## config.mk

```make
export PLATFORM = sky130hd
export DESIGN_NAME = ahb_matrix
export DESIGN_NICKNAME = d
export VERILOG_FILES = /design/src/logic/ahb_matrix_pkg.sv /design/src/logic/ahb_matrix.sv /design/src/logic/ahb_matrix_output_stage.sv /design/src/logic/ahb_matrix_decoder.sv /design/src/logic/ahb_matrix_default_slave.sv /design/src/logic/ahb_matrix_input_stage.sv
export VERILOG_INCLUDE_DIRS = /design/src /design/src/include
export SDC_FILE = /design/constraint.sdc
export NUM_CORES = 1
export LEC_CHECK = 0
export ABC_AREA = 0
export BUFFER_PORTS_ARGS = -buffer_cell sky130_fd_sc_hd__buf_2
export CAP_MARGIN = 30
export CELL_PAD_IN_SITES_DETAIL_PLACEMENT = 0
export CELL_PAD_IN_SITES_GLOBAL_PLACEMENT = 2
export CORE_MARGIN = 2
export CORE_UTILIZATION = 23
export DETAILED_ROUTE_END_ITERATION = 10
export PLACE_DENSITY_LB_ADDON = 0.1
export RECOVER_POWER = 50
export SYNTH_ARGS = -nofsm -noshare
export SYNTH_HDL_FRONTEND = slang
export SYNTH_HIERARCHICAL = 1
export SYNTH_SLANG_ARGS = --single-unit
```

## constraint.sdc

```tcl
create_clock -name HCLK -period 5.7 [get_ports HCLK]
set_input_delay 0.855 -clock HCLK [delete_from_list [all_inputs] [get_ports HCLK]]
set_output_delay 0.855 -clock HCLK [all_outputs]
set_load 0.01 [all_outputs]
```

## src/include/ahb_matrix_consts.svh

```systemverilog
`ifndef AHB_MATRIX_CONSTS_SVH
`define AHB_MATRIX_CONSTS_SVH

// Bus widths
`define AHB_AW 32
`define AHB_DW 32

// Decode compares HADDR[31:10], so window bounds are in 1 KB units
`define DEC_LSB 10

// SRAM window, 0x0000_0000 to 0x0000_FFFF
`define SRAM_LO 22'h000000
`define SRAM_HI 22'h00003F

// Peripheral window, 0x4000_0000 to 0x4000_7FFF
`define PERIPH_LO 22'h100000
`define PERIPH_HI 22'h10001F

`endif
```

## src/logic/ahb_matrix_pkg.sv

```systemverilog
`default_nettype none

package ahb_matrix_pkg;

  // AHB transfer type on HTRANS
  typedef enum logic [1:0]
  {
    IDLE   = 2'b00,
    BUSY   = 2'b01,
    NONSEQ = 2'b10,
    SEQ    = 2'b11
  } htrans_e;

  // Slave response, AHB-Lite keeps only the low bit
  typedef enum logic
  {
    OKAY  = 1'b0,
    ERROR = 1'b1
  } hresp_e;

  // Decoder target, for both the address and the data phase
  typedef enum logic [1:0]
  {
    PORT_SRAM    = 2'd0,
    PORT_PERIPH  = 2'd1,
    PORT_DEFAULT = 2'd2,  // Local error slave
    PORT_NONE    = 2'd3   // No data phase pending
  } port_sel_e;

endpackage

`default_nettype wire

```

## src/logic/ahb_matrix.sv

```systemverilog
`timescale 1ns/1ps
`default_nettype none

`include "ahb_matrix_consts.svh"

module ahb_matrix
  import ahb_matrix_pkg::*;
(
  input  logic               HCLK,
  input  logic               HRESETn,
  // s0, CPU
  input  logic [`AHB_AW-1:0] haddr_s0,
  input  htrans_e            htrans_s0,
  input  logic               hwrite_s0,
  input  logic [`AHB_DW-1:0] hwdata_s0,
  input  logic               hready_s0,
  output logic               hreadyout_s0,
  output hresp_e             hresp_s0,
  output logic [`AHB_DW-1:0] hrdata_s0,
  // s1, DMA
  input  logic [`AHB_AW-1:0] haddr_s1,
  input  htrans_e            htrans_s1,
  input  logic               hwrite_s1,
  input  logic [`AHB_DW-1:0] hwdata_s1,
  input  logic               hready_s1,
  output logic               hreadyout_s1,
  output hresp_e             hresp_s1,
  output logic [`AHB_DW-1:0] hrdata_s1,
  // m0, SRAM window
  output logic               hsel_m0,
  output logic [`AHB_AW-1:0] haddr_m0,
  output htrans_e            htrans_m0,
  output logic               hwrite_m0,
  output logic [`AHB_DW-1:0] hwdata_m0,
  input  logic               hreadyout_m0,
  input  hresp_e             hresp_m0,
  input  logic [`AHB_DW-1:0] hrdata_m0,
  // m1, peripheral window
  output logic               hsel_m1,
  output logic [`AHB_AW-1:0] haddr_m1,
  output htrans_e            htrans_m1,
  output logic               hwrite_m1,
  output logic [`AHB_DW-1:0] hwdata_m1,
  input  logic               hreadyout_m1,
  input  hresp_e             hresp_m1,
  input  logic [`AHB_DW-1:0] hrdata_m1
);

  // Per master path
  logic [`AHB_AW-1:0] held_addr_s0, held_addr_s1;
  htrans_e            held_trans_s0, held_trans_s1;
  logic               held_write_s0, held_write_s1;
  logic               hold_ready_s0, hold_ready_s1;
  logic               sel_sram_s0, sel_sram_s1;
  logic               sel_periph_s0, sel_periph_s1;
  logic               active_s0, active_s1;        // Decoder back to input stage
  logic               act_m0_s0, act_m0_s1;        // From SRAM output stage
  logic               act_m1_s0, act_m1_s1;        // From peripheral output stage
  logic               dec_ready_s0, dec_ready_s1;
  hresp_e             dec_resp_s0, dec_resp_s1;

  // ------------------------------
  // s0 path
  // ------------------------------
  ahb_matrix_input_stage u_in_s0
  (
    .HCLK (HCLK), .HRESETn (HRESETn),
    .haddr (haddr_s0), .htrans (htrans_s0), .hwrite (hwrite_s0),
    .hready (hready_s0), .active (active_s0),
    .held_addr (held_addr_s0), .held_trans (held_trans_s0),
    .held_write (held_write_s0), .hold_ready (hold_ready_s0)
  );

  ahb_matrix_decoder u_dec_s0
  (
    .HCLK (HCLK), .HRESETn (HRESETn), .hready (hready_s0),
    .held_addr (held_addr_s0), .held_trans (held_trans_s0),
    .active_sram (act_m0_s0), .active_periph (act_m1_s0),
    .ready_sram (hreadyout_m0), .resp_sram (hresp_m0), .rdata_sram (hrdata_m0),
    .ready_periph (hreadyout_m1), .resp_periph (hresp_m1), .rdata_periph (hrdata_m1),
    .sel_sram (sel_sram_s0), .sel_periph (sel_periph_s0), .active (active_s0),
    .hreadyout (dec_ready_s0), .hresp (dec_resp_s0), .hrdata (hrdata_s0)
  );

  // Parked transfer masks the shared port response
  assign hreadyout_s0 = hold_ready_s0 && dec_ready_s0;
  assign hresp_s0     = hold_ready_s0 ? dec_resp_s0 : OKAY;

  // ------------------------------
  // s1 path
  // ------------------------------
  ahb_matrix_input_stage u_in_s1
  (
    .HCLK (HCLK), .HRESETn (HRESETn),
    .haddr (haddr_s1), .htrans (htrans_s1), .hwrite (hwrite_s1),
    .hready (hready_s1), .active (active_s1),
    .held_addr (held_addr_s1), .held_trans (held_trans_s1),
    .held_write (held_write_s1), .hold_ready (hold_ready_s1)
  );

  ahb_matrix_decoder u_dec_s1
  (
    .HCLK (HCLK), .HRESETn (HRESETn), .hready (hready_s1),
    .held_addr (held_addr_s1), .held_trans (held_trans_s1),
    .active_sram (act_m0_s1), .active_periph (act_m1_s1),
    .ready_sram (hreadyout_m0), .resp_sram (hresp_m0), .rdata_sram (hrdata_m0),
    .ready_periph (hreadyout_m1), .resp_periph (hresp_m1), .rdata_periph (hrdata_m1),
    .sel_sram (sel_sram_s1), .sel_periph (sel_periph_s1), .active (active_s1),
    .hreadyout (dec_ready_s1), .hresp (dec_resp_s1), .hrdata (hrdata_s1)
  );

  assign hreadyout_s1 = hold_ready_s1 && dec_ready_s1;
  assign hresp_s1     = hold_ready_s1 ? dec_resp_s1 : OKAY;

  // ------------------------------
  // Slave ports
  // ------------------------------
  ahb_matrix_output_stage u_out_m0
  (
    .HCLK (HCLK), .HRESETn (HRESETn),
    .sel_s0 (sel_sram_s0), .sel_s1 (sel_sram_s1),
    .addr_s0 (held_addr_s0), .trans_s0 (held_trans_s0),
    .write_s0 (held_write_s0), .wdata_s0 (hwdata_s0),
    .addr_s1 (held_addr_s1), .trans_s1 (held_trans_s1),
    .write_s1 (held_write_s1), .wdata_s1 (hwdata_s1),
    .hreadyout_m (hreadyout_m0),
    .hsel_m (hsel_m0), .haddr_m (haddr_m0), .htrans_m (htrans_m0),
    .hwrite_m (hwrite_m0), .hwdata_m (hwdata_m0),
    .active_s0 (act_m0_s0), .active_s1 (act_m0_s1)
  );

  ahb_matrix_output_stage u_out_m1
  (
    .HCLK (HCLK), .HRESETn (HRESETn),
    .sel_s0 (sel_periph_s0), .sel_s1 (sel_periph_s1),
    .addr_s0 (held_addr_s0), .trans_s0 (held_trans_s0),
    .write_s0 (held_write_s0), .wdata_s0 (hwdata_s0),
    .addr_s1 (held_addr_s1), .trans_s1 (held_trans_s1),
    .write_s1 (held_write_s1), .wdata_s1 (hwdata_s1),
    .hreadyout_m (hreadyout_m1),
    .hsel_m (hsel_m1), .haddr_m (haddr_m1), .htrans_m (htrans_m1),
    .hwrite_m (hwrite_m1), .hwdata_m (hwdata_m1),
    .active_s0 (act_m1_s0), .active_s1 (act_m1_s1)
  );

endmodule

`default_nettype wire

```

## src/logic/ahb_matrix_output_stage.sv

```systemverilog
`timescale 1ns/1ps
`default_nettype none

`include "ahb_matrix_consts.svh"

module ahb_matrix_output_stage
  import ahb_matrix_pkg::*;
(
  input  logic               HCLK,
  input  logic               HRESETn,
  input  logic               sel_s0,
  input  logic               sel_s1,
  input  logic [`AHB_AW-1:0] addr_s0,
  input  htrans_e            trans_s0,
  input  logic               write_s0,
  input  logic [`AHB_DW-1:0] wdata_s0,
  input  logic [`AHB_AW-1:0] addr_s1,
  input  htrans_e            trans_s1,
  input  logic               write_s1,
  input  logic [`AHB_DW-1:0] wdata_s1,
  input  logic               hreadyout_m,    // Slave ready, also this port's HREADY
  output logic               hsel_m,
  output logic [`AHB_AW-1:0] haddr_m,
  output htrans_e            htrans_m,
  output logic               hwrite_m,
  output logic [`AHB_DW-1:0] hwdata_m,
  output logic               active_s0,
  output logic               active_s1
);

  logic req_s0;       // Master wants this port
  logic req_s1;
  logic data_s1_q;    // Owner of the beat in data phase, 1 for s1
  logic in_burst;     // That owner still streaming beats
  logic gnt_s1;       // Address phase owner this cycle

  assign req_s0 = sel_s0 && (trans_s0 != IDLE);
  assign req_s1 = sel_s1 && (trans_s1 != IDLE);

  assign in_burst = data_s1_q ? (req_s1 && ((trans_s1 == BUSY) || (trans_s1 == SEQ)))
                              : (req_s0 && ((trans_s0 == BUSY) || (trans_s0 == SEQ)));

  // ------------------------------
  // Fixed priority arbiter
  // ------------------------------
  always_comb
  begin
    gnt_s1 = data_s1_q;           // Stay with last owner
    if (hreadyout_m && !in_burst)
    begin
      if (req_s0)
        gnt_s1 = 1'b0;            // s0 first
      else if (req_s1)
        gnt_s1 = 1'b1;
    end
  end

  // Moves only when the slave samples an address
  always_ff @(posedge HCLK)
  begin
    if (!HRESETn)
      data_s1_q <= 1'b0;
    else if (hreadyout_m)
      data_s1_q <= gnt_s1;
  end

  // ------------------------------
  // Slave side muxes
  // ------------------------------
  assign hsel_m   = gnt_s1 ? req_s1 : req_s0;
  assign haddr_m  = gnt_s1 ? addr_s1 : addr_s0;
  assign hwrite_m = gnt_s1 ? write_s1 : write_s0;
  assign hwdata_m = data_s1_q ? wdata_s1 : wdata_s0;   // Follows data phase

  always_comb
  begin
    if (!hsel_m)
      htrans_m = IDLE;
    else
      htrans_m = gnt_s1 ? trans_s1 : trans_s0;
  end

  // Address goes out only on a ready edge
  assign active_s0 = hreadyout_m && !gnt_s1;
  assign active_s1 = hreadyout_m && gnt_s1;

endmodule

`default_nettype wire

```

## src/logic/ahb_matrix_decoder.sv

```systemverilog
`timescale 1ns/1ps
`default_nettype none

`include "ahb_matrix_consts.svh"

module ahb_matrix_decoder
  import ahb_matrix_pkg::*;
(
  input  logic               HCLK,
  input  logic               HRESETn,
  input  logic               hready,         // Local HREADY of this master
  input  logic [`AHB_AW-1:0] held_addr,
  input  htrans_e            held_trans,
  input  logic               active_sram,
  input  logic               active_periph,
  input  logic               ready_sram,
  input  hresp_e             resp_sram,
  input  logic [`AHB_DW-1:0] rdata_sram,
  input  logic               ready_periph,
  input  hresp_e             resp_periph,
  input  logic [`AHB_DW-1:0] rdata_periph,
  output logic               sel_sram,
  output logic               sel_periph,
  output logic               active,
  output logic               hreadyout,
  output hresp_e             hresp,
  output logic [`AHB_DW-1:0] hrdata
);

  logic [`AHB_AW-1:`DEC_LSB] dec_addr;   // 1 KB granule
  logic                      in_sram;
  logic                      in_periph;
  logic                      xfer_act;   // NONSEQ or SEQ
  port_sel_e                 addr_port;
  port_sel_e                 data_port_q;
  logic                      sel_dft;
  logic                      dft_ready;
  hresp_e                    dft_resp;

  // ------------------------------
  // Address phase
  // ------------------------------
  assign dec_addr  = held_addr[`AHB_AW-1:`DEC_LSB];
  assign in_sram   = (dec_addr >= `SRAM_LO) && (dec_addr <= `SRAM_HI);
  assign in_periph = (dec_addr >= `PERIPH_LO) && (dec_addr <= `PERIPH_HI);
  assign xfer_act  = (held_trans == NONSEQ) || (held_trans == SEQ);

  always_comb
  begin
    if ((held_trans == IDLE) && (data_port_q != PORT_NONE))
      addr_port = data_port_q;     // Idle keeps last port
    else if (in_sram)
      addr_port = PORT_SRAM;
    else if (in_periph)
      addr_port = PORT_PERIPH;
    else
      addr_port = PORT_DEFAULT;    // Unmapped
  end

  assign sel_sram   = (addr_port == PORT_SRAM);
  assign sel_periph = (addr_port == PORT_PERIPH);
  assign sel_dft    = (addr_port == PORT_DEFAULT);

  // Default slave is local, always free
  always_comb
  begin
    case (addr_port)
      PORT_SRAM   : active = active_sram;
      PORT_PERIPH : active = active_periph;
      default     : active = 1'b1;
    endcase
  end

  ahb_matrix_default_slave u_default_slave
  (
    .HCLK      (HCLK),
    .HRESETn   (HRESETn),
    .hsel      (sel_dft),
    .htrans    (held_trans),
    .hready    (hready),
    .hreadyout (dft_ready),
    .hresp     (dft_resp)
  );

  // ------------------------------
  // Data phase
  // ------------------------------
  // Also loads when the input stage parks the transfer
  always_ff @(posedge HCLK)
  begin
    if (!HRESETn)
      data_port_q <= PORT_NONE;
    else if (hready)
      data_port_q <= xfer_act ? addr_port : PORT_NONE;
  end

  always_comb
  begin
    case (data_port_q)
      PORT_SRAM :
      begin
        hreadyout = ready_sram;
        hresp     = resp_sram;
        hrdata    = rdata_sram;
      end
      PORT_PERIPH :
      begin
        hreadyout = ready_periph;
        hresp     = resp_periph;
        hrdata    = rdata_periph;
      end
      PORT_DEFAULT :
      begin
        hreadyout = dft_ready;
        hresp     = dft_resp;
        hrdata    = '0;            // No read data on error
      end
      default :
      begin
        hreadyout = 1'b1;          // Idle data phase
        hresp     = OKAY;
        hrdata    = '0;
      end
    endcase
  end

endmodule

`default_nettype wire

```

## src/logic/ahb_matrix_default_slave.sv

```systemverilog
`timescale 1ns/1ps
`default_nettype none

module ahb_matrix_default_slave
  import ahb_matrix_pkg::*;
(
  input  logic    HCLK,
  input  logic    HRESETn,
  input  logic    hsel,
  input  htrans_e htrans,
  input  logic    hready,
  output logic    hreadyout,
  output hresp_e  hresp
);

  // Two error states make up the AHB two-cycle ERROR
  typedef enum logic [1:0]
  {
    DS_OKAY,      // Zero-wait OKAY
    DS_ERR_WAIT,  // First ERROR cycle, HREADYOUT low
    DS_ERR_LAST   // Second ERROR cycle, HREADYOUT high
  } ds_state_e;

  ds_state_e state_q;
  ds_state_e state_d;
  logic      req;      // Active transfer sampled here

  assign req = hsel && hready && ((htrans == NONSEQ) || (htrans == SEQ));

  always_comb
  begin
    case (state_q)
      DS_ERR_WAIT : state_d = DS_ERR_LAST;
      default     : state_d = req ? DS_ERR_WAIT : DS_OKAY;  // New transfer may follow
    endcase
  end

  always_ff @(posedge HCLK)
  begin
    if (!HRESETn)
      state_q <= DS_OKAY;
    else
      state_q <= state_d;
  end

  assign hreadyout = (state_q != DS_ERR_WAIT);
  assign hresp     = (state_q == DS_OKAY) ? OKAY : ERROR;

endmodule

`default_nettype wire

```

## src/logic/ahb_matrix_input_stage.sv

```systemverilog
`timescale 1ns/1ps
`default_nettype none

`include "ahb_matrix_consts.svh"

module ahb_matrix_input_stage
  import ahb_matrix_pkg::*;
(
  input  logic               HCLK,
  input  logic               HRESETn,
  input  logic [`AHB_AW-1:0] haddr,
  input  htrans_e            htrans,
  input  logic               hwrite,
  input  logic               hready,      // Master's own HREADY
  input  logic               active,      // Target port takes the address this cycle
  output logic [`AHB_AW-1:0] held_addr,
  output htrans_e            held_trans,
  output logic               held_write,
  output logic               hold_ready   // Low while a transfer is parked
);

  logic               pend_q;    // Holding register full
  logic [`AHB_AW-1:0] addr_q;
  htrans_e            trans_q;
  logic               write_q;
  logic               live_req;  // Master offers a real transfer
  logic               park;      // Accepted from master, port not free

  assign live_req = hready && ((htrans == NONSEQ) || (htrans == SEQ));
  assign park     = live_req && !active && !pend_q;

  // ------------------------------
  // Holding register
  // ------------------------------
  always_ff @(posedge HCLK)
  begin
    if (!HRESETn)
      pend_q <= 1'b0;
    else if (park)
      pend_q <= 1'b1;
    else if (pend_q && active)
      pend_q <= 1'b0;             // Port sampled the held copy
  end

  always_ff @(posedge HCLK)
  begin
    if (park)
    begin
      addr_q  <= haddr;
      trans_q <= htrans;
      write_q <= hwrite;
    end
  end

  // ------------------------------
  // Address phase towards decoder
  // ------------------------------
  always_comb
  begin
    if (pend_q)
    begin
      held_addr  = addr_q;        // Parked copy wins
      held_trans = trans_q;
      held_write = write_q;
    end
    else
    begin
      held_addr  = haddr;
      // Transfer only visible once master's data phase is done
      held_trans = hready ? htrans : IDLE;
      held_write = hwrite;
    end
  end

  // Stretches the master's data phase until the parked transfer goes out
  assign hold_ready = !pend_q;

endmodule

`default_nettype wire

```

-- After elaboration in Yosys (flattened, before gate mapping)
Index checks and enable logic that the tools add are counted.
- mux-type cells: 56
- magnitude comparators: 8
- bitwise gates (word level): 1
- reduce and logical (&&, ||, !) cells: 62
- equality and inequality tests: 24
- operators by type and width (cell ; number):
    2-to-1 mux 32 bit ; 6
    case mux 32 bit (2 select lines) ; 2
    greater-or-equal comparator 22 x 1 -> 1 bit (second input constant) ; 2
    greater-or-equal comparator 22 x 21 -> 1 bit (second input constant) ; 2
    less-or-equal comparator 22 x 21 -> 1 bit (second input constant) ; 2
    less-or-equal comparator 22 x 6 -> 1 bit (second input constant) ; 2
    2-to-1 mux 2 bit ; 18
    logical AND 1 bit ; 34
    == test 2 bit (second input constant) ; 12
    2-to-1 mux 1 bit ; 24
    == test 2 x 1 -> 1 bit (second input constant) ; 8
    zero test 2 bit ; 8
    case mux 1 bit (3 select lines) ; 4
    zero test 1 bit ; 8
    nonzero test 2 bit ; 4
    logical OR 1 bit ; 6
    inequality test 2 x 1 -> 1 bit (second input constant) ; 2
    inequality test 2 bit (second input constant) ; 2
    case mux 1 bit (2 select lines) ; 2
    OR reduction 2 bit ; 2
    inverter 1 bit ; 1
- input port bits: 206
- logic and storage cells: 167
- output and inout port bits: 204
- flip-flop bits (word level): 82

-- Logic depth before layout (Yosys ltp)
- word-level depth: 20
- mapped depth: 16
- depth with buffers taken out: 13

-- Cells and area by module
The synthesis kept the hierarchy.
- by module, submodules not included (module ; cells each ; seq. area each (sq um) ; instances ; area each (sq um)):
    ahb_matrix_input_stage ; 83 ; 1071.0 ; 2 ; 1540.2
    ahb_matrix_output_stage ; 96 ; 20.0 ; 2 ; 1053.5
    ahb_matrix_decoder ; 108 ; 40.0 ; 2 ; 774.5
    ahb_matrix_default_slave ; 8 ; 40.0 ; 2 ; 93.8
    ahb_matrix ; 4 ; 0.0 ; 1 ; 25.0

-- Worst setup path before layout
No wires, ideal clock.
- path type: input port to flip-flop
- start point: input port htrans_s0[1]
- end point: register u_in_s0.addr_q[0], enable pin
- stages on the path: 13
- arrival: 5371 ps
- slack: -142 ps
- setup time: 471 ps
- cell sequence: nand2_1 -> o21ai_0 -> nor2_1 -> and2_1 -> a2bb2oi_2 -> o21ai_2 -> a31oi_4 -> nand2_4 -> buf_6 -> nor2_1 -> inv_1 -> a2bb2oi_1 -> nor3_1
- word-level cells in the longest chain between the ends: 18
- elaborated cells between the ends (all ways): 37
- RTL lines (what ; RTL line ; text):
    from (decl) ; ahb_matrix.sv:13 ; input htrans_e htrans_s0,
    2-to-1 mux 2 bit * ; ahb_matrix_input_stage.sv:70 ; held_trans = hready ? htrans : IDLE;
    2-to-1 mux 2 bit * ; ahb_matrix_input_stage.sv:60 ; if (pend_q)
    named net held_trans_s0[1] ; ahb_matrix.sv:51 ; htrans_e held_trans_s0, held_trans_s1;
    zero test 2 bit * ; ahb_matrix_decoder.sv:50 ; if ((held_trans == IDLE) && (data_port_q != PORT_NONE))
    logical AND 1 bit * ; ahb_matrix_decoder.sv:50 ;
    2-to-1 mux 2 bit * ; ahb_matrix_decoder.sv:50 ;
    zero test 2 bit * ; ahb_matrix_decoder.sv:60 ; assign sel_sram = (addr_port == PORT_SRAM);
    named net sel_sram_s0 ; ahb_matrix.sv:54 ; logic sel_sram_s0, sel_sram_s1;
    [6 not listed] ; - ;
    zero test 1 bit * ; ahb_matrix_output_stage.sv:84 ; assign active_s0 = hreadyout_m && !gnt_s1;
    logical AND 1 bit * ; ahb_matrix_output_stage.sv:84 ;
    named net act_m0_s0 ; ahb_matrix.sv:57 ; logic act_m0_s0, act_m0_s1;
    case mux 1 bit (2 select lines) * ; ahb_matrix_decoder.sv:67 ; case (addr_port)
    named net active_s0 ; ahb_matrix.sv:56 ; logic active_s0, active_s1;
    zero test 1 bit * ; ahb_matrix_input_stage.sv:30 ; assign park = live_req && !active && !pend_q;
    logical AND 1 bit * (2 in series) ; ahb_matrix_input_stage.sv:30 ;
    named net u_in_s0.park ; ahb_matrix_input_stage.sv:27 ; logic park;
    to (signal assigned) ; ahb_matrix_input_stage.sv:49 ; addr_q <= haddr;
    to (decl) ; ahb_matrix_input_stage.sv:23 ; logic [`AHB_AW-1:0] addr_q;
Mark *: on every way through the listed nets, which the timed path passes. The rest lies on a longest branch.
A chain may end at the register's enable or synchronous reset.

-- Worst setup path after layout
- start point: register u_in_s0.pend_q
- end point: output port haddr_m1[24]
- word-level cells in the longest chain between the ends: 14
- elaborated cells between the ends (all ways): 26
- RTL lines (what ; RTL line ; text):
    from (decl) ; ahb_matrix_input_stage.sv:22 ; logic pend_q;
    from (signal assigned) ; ahb_matrix_input_stage.sv:38 ; pend_q <= 1'b0;
    from (signal assigned) ; ahb_matrix_input_stage.sv:40 ; pend_q <= 1'b1;
    from (signal assigned) ; ahb_matrix_input_stage.sv:42 ; pend_q <= 1'b0;
    2-to-1 mux 32 bit * ; ahb_matrix_input_stage.sv:60 ;
    named net held_addr_s0[21] ; ahb_matrix.sv:50 ; logic [`AHB_AW-1:0] held_addr_s0, held_addr_s1;
    greater-or-equal comparator 22 x 21 -> 1 bit (no line) or less-or-equal comparator 22 x 21 -> 1 bit (tied branches) ; - ;
    logical AND 1 bit ; ahb_matrix_decoder.sv:45 ; assign in_periph = (dec_addr >= `PERIPH_LO) && (dec_addr <= `PERIPH_HI);
    2-to-1 mux 2 bit ; ahb_matrix_decoder.sv:54 ; else if (in_periph)
    2-to-1 mux 2 bit * ; ahb_matrix_decoder.sv:52 ; else if (in_sram)
    2-to-1 mux 2 bit * ; ahb_matrix_decoder.sv:50 ;
    == test 2 x 1 -> 1 bit * ; ahb_matrix_decoder.sv:61 ; assign sel_periph = (addr_port == PORT_PERIPH);
    named net sel_periph_s0 ; ahb_matrix.sv:55 ; logic sel_periph_s0, sel_periph_s1;
    logical AND 1 bit * ; ahb_matrix_output_stage.sv:37 ; assign req_s0 = sel_s0 && (trans_s0 != IDLE);
    logical AND 1 bit ; ahb_matrix_output_stage.sv:41 ; : (req_s0 && ((trans_s0 == BUSY) || (trans_s0 == SEQ)));
    2-to-1 mux 1 bit ; ahb_matrix_output_stage.sv:40 ; assign in_burst = data_s1_q ? (req_s1 && ((trans_s1 == BUSY) || (trans_s1 == SEQ)))
    zero test 1 bit ; ahb_matrix_output_stage.sv:49 ; if (hreadyout_m && !in_burst)
    logical AND 1 bit ; ahb_matrix_output_stage.sv:49 ;
    2-to-1 mux 1 bit * ; ahb_matrix_output_stage.sv:49 ;
    2-to-1 mux 32 bit * ; ahb_matrix_output_stage.sv:71 ; assign haddr_m = gnt_s1 ? addr_s1 : addr_s0;
    to (decl) ; ahb_matrix.sv:40 ; output logic [`AHB_AW-1:0] haddr_m1,
Marked as above.

==> impl_metrics.toml <==
[status]
status = "finished with violations"
violations = "capacitance limit, slew limit"

[clock_tree]
cts.clk_slew.worst_paths_ns = 0.07
cts_sinks = 82
ctsHoldBuffers = 0
cts_htree_levels = 3
cts-resized-gates = 0
cts_tree = "done"
clk_latency_ns = 0.35
cts_buffers = 9
cts_root_buf = "clkbuf_16"
post_cts_buffers = 0
clockBufferDepth = 2

[global_route]
grt_pass1_vias = 6225
grt_overflow_total = 0
grt_pass1_wl_mm = 37.29
track_usage = 0.1563
grt_start_max_net_pins = 40
antenna_found_initial = 5

[yosys]
yosysTopAreaCell = "edfxtp_1"
yosys.cell_types.count = 47
synth_nets = 800
synth_edf_count = 70
syn_area_um2 = 6949
synth_ff_type = "edfxtp_1"
yosysWarningCount = 6
ys_seq_area_frac = 0.3371
avgSynthCellArea_um2 = 11.70
synth_top_area_frac = 0.3025
async_flop_share = 0
netlist_top_cells_area = "edfxtp_1 (30%), mux2_2 (22%), mux2_4 (13%)"
synth-seq-cells = 82
syn_inst = 594

[routing]
totalWireLength_mm = 25.76
wl_per_cell_um = 18.54
drc = 0
via_per_inst = 4.435
first_pass_iters = 4
vias = 6160
drt_iter0_drc = 233
final_antenna_net_count = 0

[layout]
drive_gt1_frac = 0.5236
syn2layout_area_growth_pct = 36.10
mostFrequentLayoutCells = "buf_2 (265), clkbuf_1 (144), mux2_2 (138), nor2_1 (76), edfxtp_1 (70)"
nNetsFinal = 1196
fillers = 3280
final_common_cell = "buf_2"
postLayoutCoreUtil = 0.3183

[timing]
slew_headroom = -0.1509
max_freq_mhz = 200.4
rsz0062_at_grt = "no"
finalSetupViolCount = 0
maxSlewViolCount = 76
clock_skew_ns = 0.01318
hold_violations = 0
fin_crit_sh = 0.8755
post-route-min-period_ns = 4.990
worst_slew_pin_slew_ns = 1.724
setup_tns_ns = 0
hold_ws_ns = 0.4852

[worst_setup_path]
crit_family = "simple AND/OR/NAND/NOR gates"
critPathCaptureType = "output port"
cp.required_ns = 4.85
critical_path.cell_chain = "buf_4, mux2_2, nor4_1, and4_1, a41oi_1, inv_1, o21ai_2, a31oi_4, nand2_4, mux2_4, buf_2"
worstSetupStartpointType = "flop"
r2r_slack_ns = 1.14
cp_max_fo = 37
cp.depth = 11
worst_path_max_delay_cell = "dfxtp_2"
slowest_delay_ns = 0.71
arrival_ns = 4.14
rr_worst_depth = 13
path_buf_inv = 3
worst-setup-path-type = "reg2out"

[pwr]
total_power_w = 0.001580
power.density_nw_per_um2 = 167.1
ir_drop_v = 0.00008646
p_leak_nw = 4.194

[floorplan]
die_w_um = 177.8
initial_core_util = 0.2338
rows = 63
dieArea_um2 = 31620
ioPinCount = 410
fp.dieH_um = 177.8
core_um2 = 29720

[place]
hpwl_mm = 20.38
gp_congestion = 0.7473
portBuffers = 409

[run]
maxCapViolations = 2

[worst_hold_path]
hold_path_class = "reg2reg"
holdPathStages = 2
==> stage by stage <==
stage                     cell area, um^2  instances  setup slack (ns)
final                                9458       1389            0.7095
after global routing                 9455       1388            0.2659
after CTS                            9638       1385            0.6289
after detailed placement             9351       1369             1.002
after global placement               9351       1369             1.079
after floorplan                      6959        594            0.9157
==> worst reg2reg max path: stages (launching register included) <==
cell and delay [ns]:
dfxtp_2 0.77, buf_4 0.31, mux2_2 0.39, nor4_2 0.29
and4_1 0.31, a41oi_1 0.17, inv_1 0.14, o21a_1 0.20
a31oi_4 0.11, nand2_4 0.54, nor2_1 0.08, a2bb2oi_1 0.20
nor3_4 0.18, buf_4 0.47
==> area by class of cell <==
type                       instances  area [um^2]  area share
multi-input combinational        458         4295      0.4542
sequential                        82         2346      0.2480
timing repair buffer             423         1972      0.2085
tap                              390        488.0     0.05159
clock buffer                       9        225.2     0.02381
clock inverter                     7        61.31    0.006482
inverter                          16        60.06    0.006350
antenna                            4        10.01    0.001058
==> cell usage after synthesis (all sizes together), types with 8 or more instances <==
library cell	instances
inv	16
and2	8
edfxtp	70
buf	28
mux2	198
nor4	8
o21ai	10
dfxtp	12
nor2	76
mux2i	66
clkbuf	10
nand2	22
==> layer usage <==
layer / part of all wire / track usage / vias up
li1: - / - / 3017
met1: 0.40 / 0.1814 / 2875
met2: 0.51 / 0.2813 / 233
met3: 0.067 / 0.03663 / 31
met4: 0.021 / 0.05123 / 4
met5: 0.0010 / 0 / -
==> worst paths after layout <==
path	from	end
max reg2reg	u_in_s1/pend_q$_SDFFE_PN0P_	u_in_s0/addr_q[27]$_DFFE_PP_
min reg2reg	u_dec_s1/u_default_slave/state_q[0]$_SDFF_PP0_	u_dec_s1/u_default_slave/state_q[1]$_SDFF_PN0_
max	u_in_s0/pend_q$_SDFFE_PN0P_	haddr_m1[24]
min	u_dec_s1/u_default_slave/state_q[0]$_SDFF_PP0_	u_dec_s1/u_default_slave/state_q[1]$_SDFF_PN0_
==> flip-flops by register name (all words and copies together) (netlist names) <==
name	flops
u_dec_s0/data_port_q	2
u_out_m0/data_s1_q	1
u_in_s1/trans_q	2
u_dec_s1/data_port_q	2
u_in_s1/addr_q	32
u_in_s0/trans_q	2
u_in_s1/write_q	1
u_in_s1/pend_q	1
u_in_s0/pend_q	1
u_out_m1/data_s1_q	1
u_dec_s1/u_default_slave/state_q	2
u_dec_s0/u_default_slave/state_q	2
u_in_s0/write_q	1
u_in_s0/addr_q	32
==> power by group <==
part / switching, W / leakage [nW] / internal, W
Clock: 0.000262 / 0.140 / 0.000304
Combinational: 0.000171 / 3.33 / 0.000184
Sequential: 0.00000494 / 0.728 / 0.000654
Total: 0.000438 / 4.19 / 0.00114
==> cells by family (layout without fill, tap and decap cells) <==
logic type	after synthesis	count (layout)	synth area share
flip-flops	82	82	0.3371
AO/OA/AOI/OAI	48	48	0.05366
other	0	4	0
XOR/XNOR	2	2	0.002521
AND/OR/NAND/NOR	144	144	0.1113
buffers and inverters	54	455	0.04718
multiplexers	264	264	0.4483
Power figures use the tool's default switching activity.
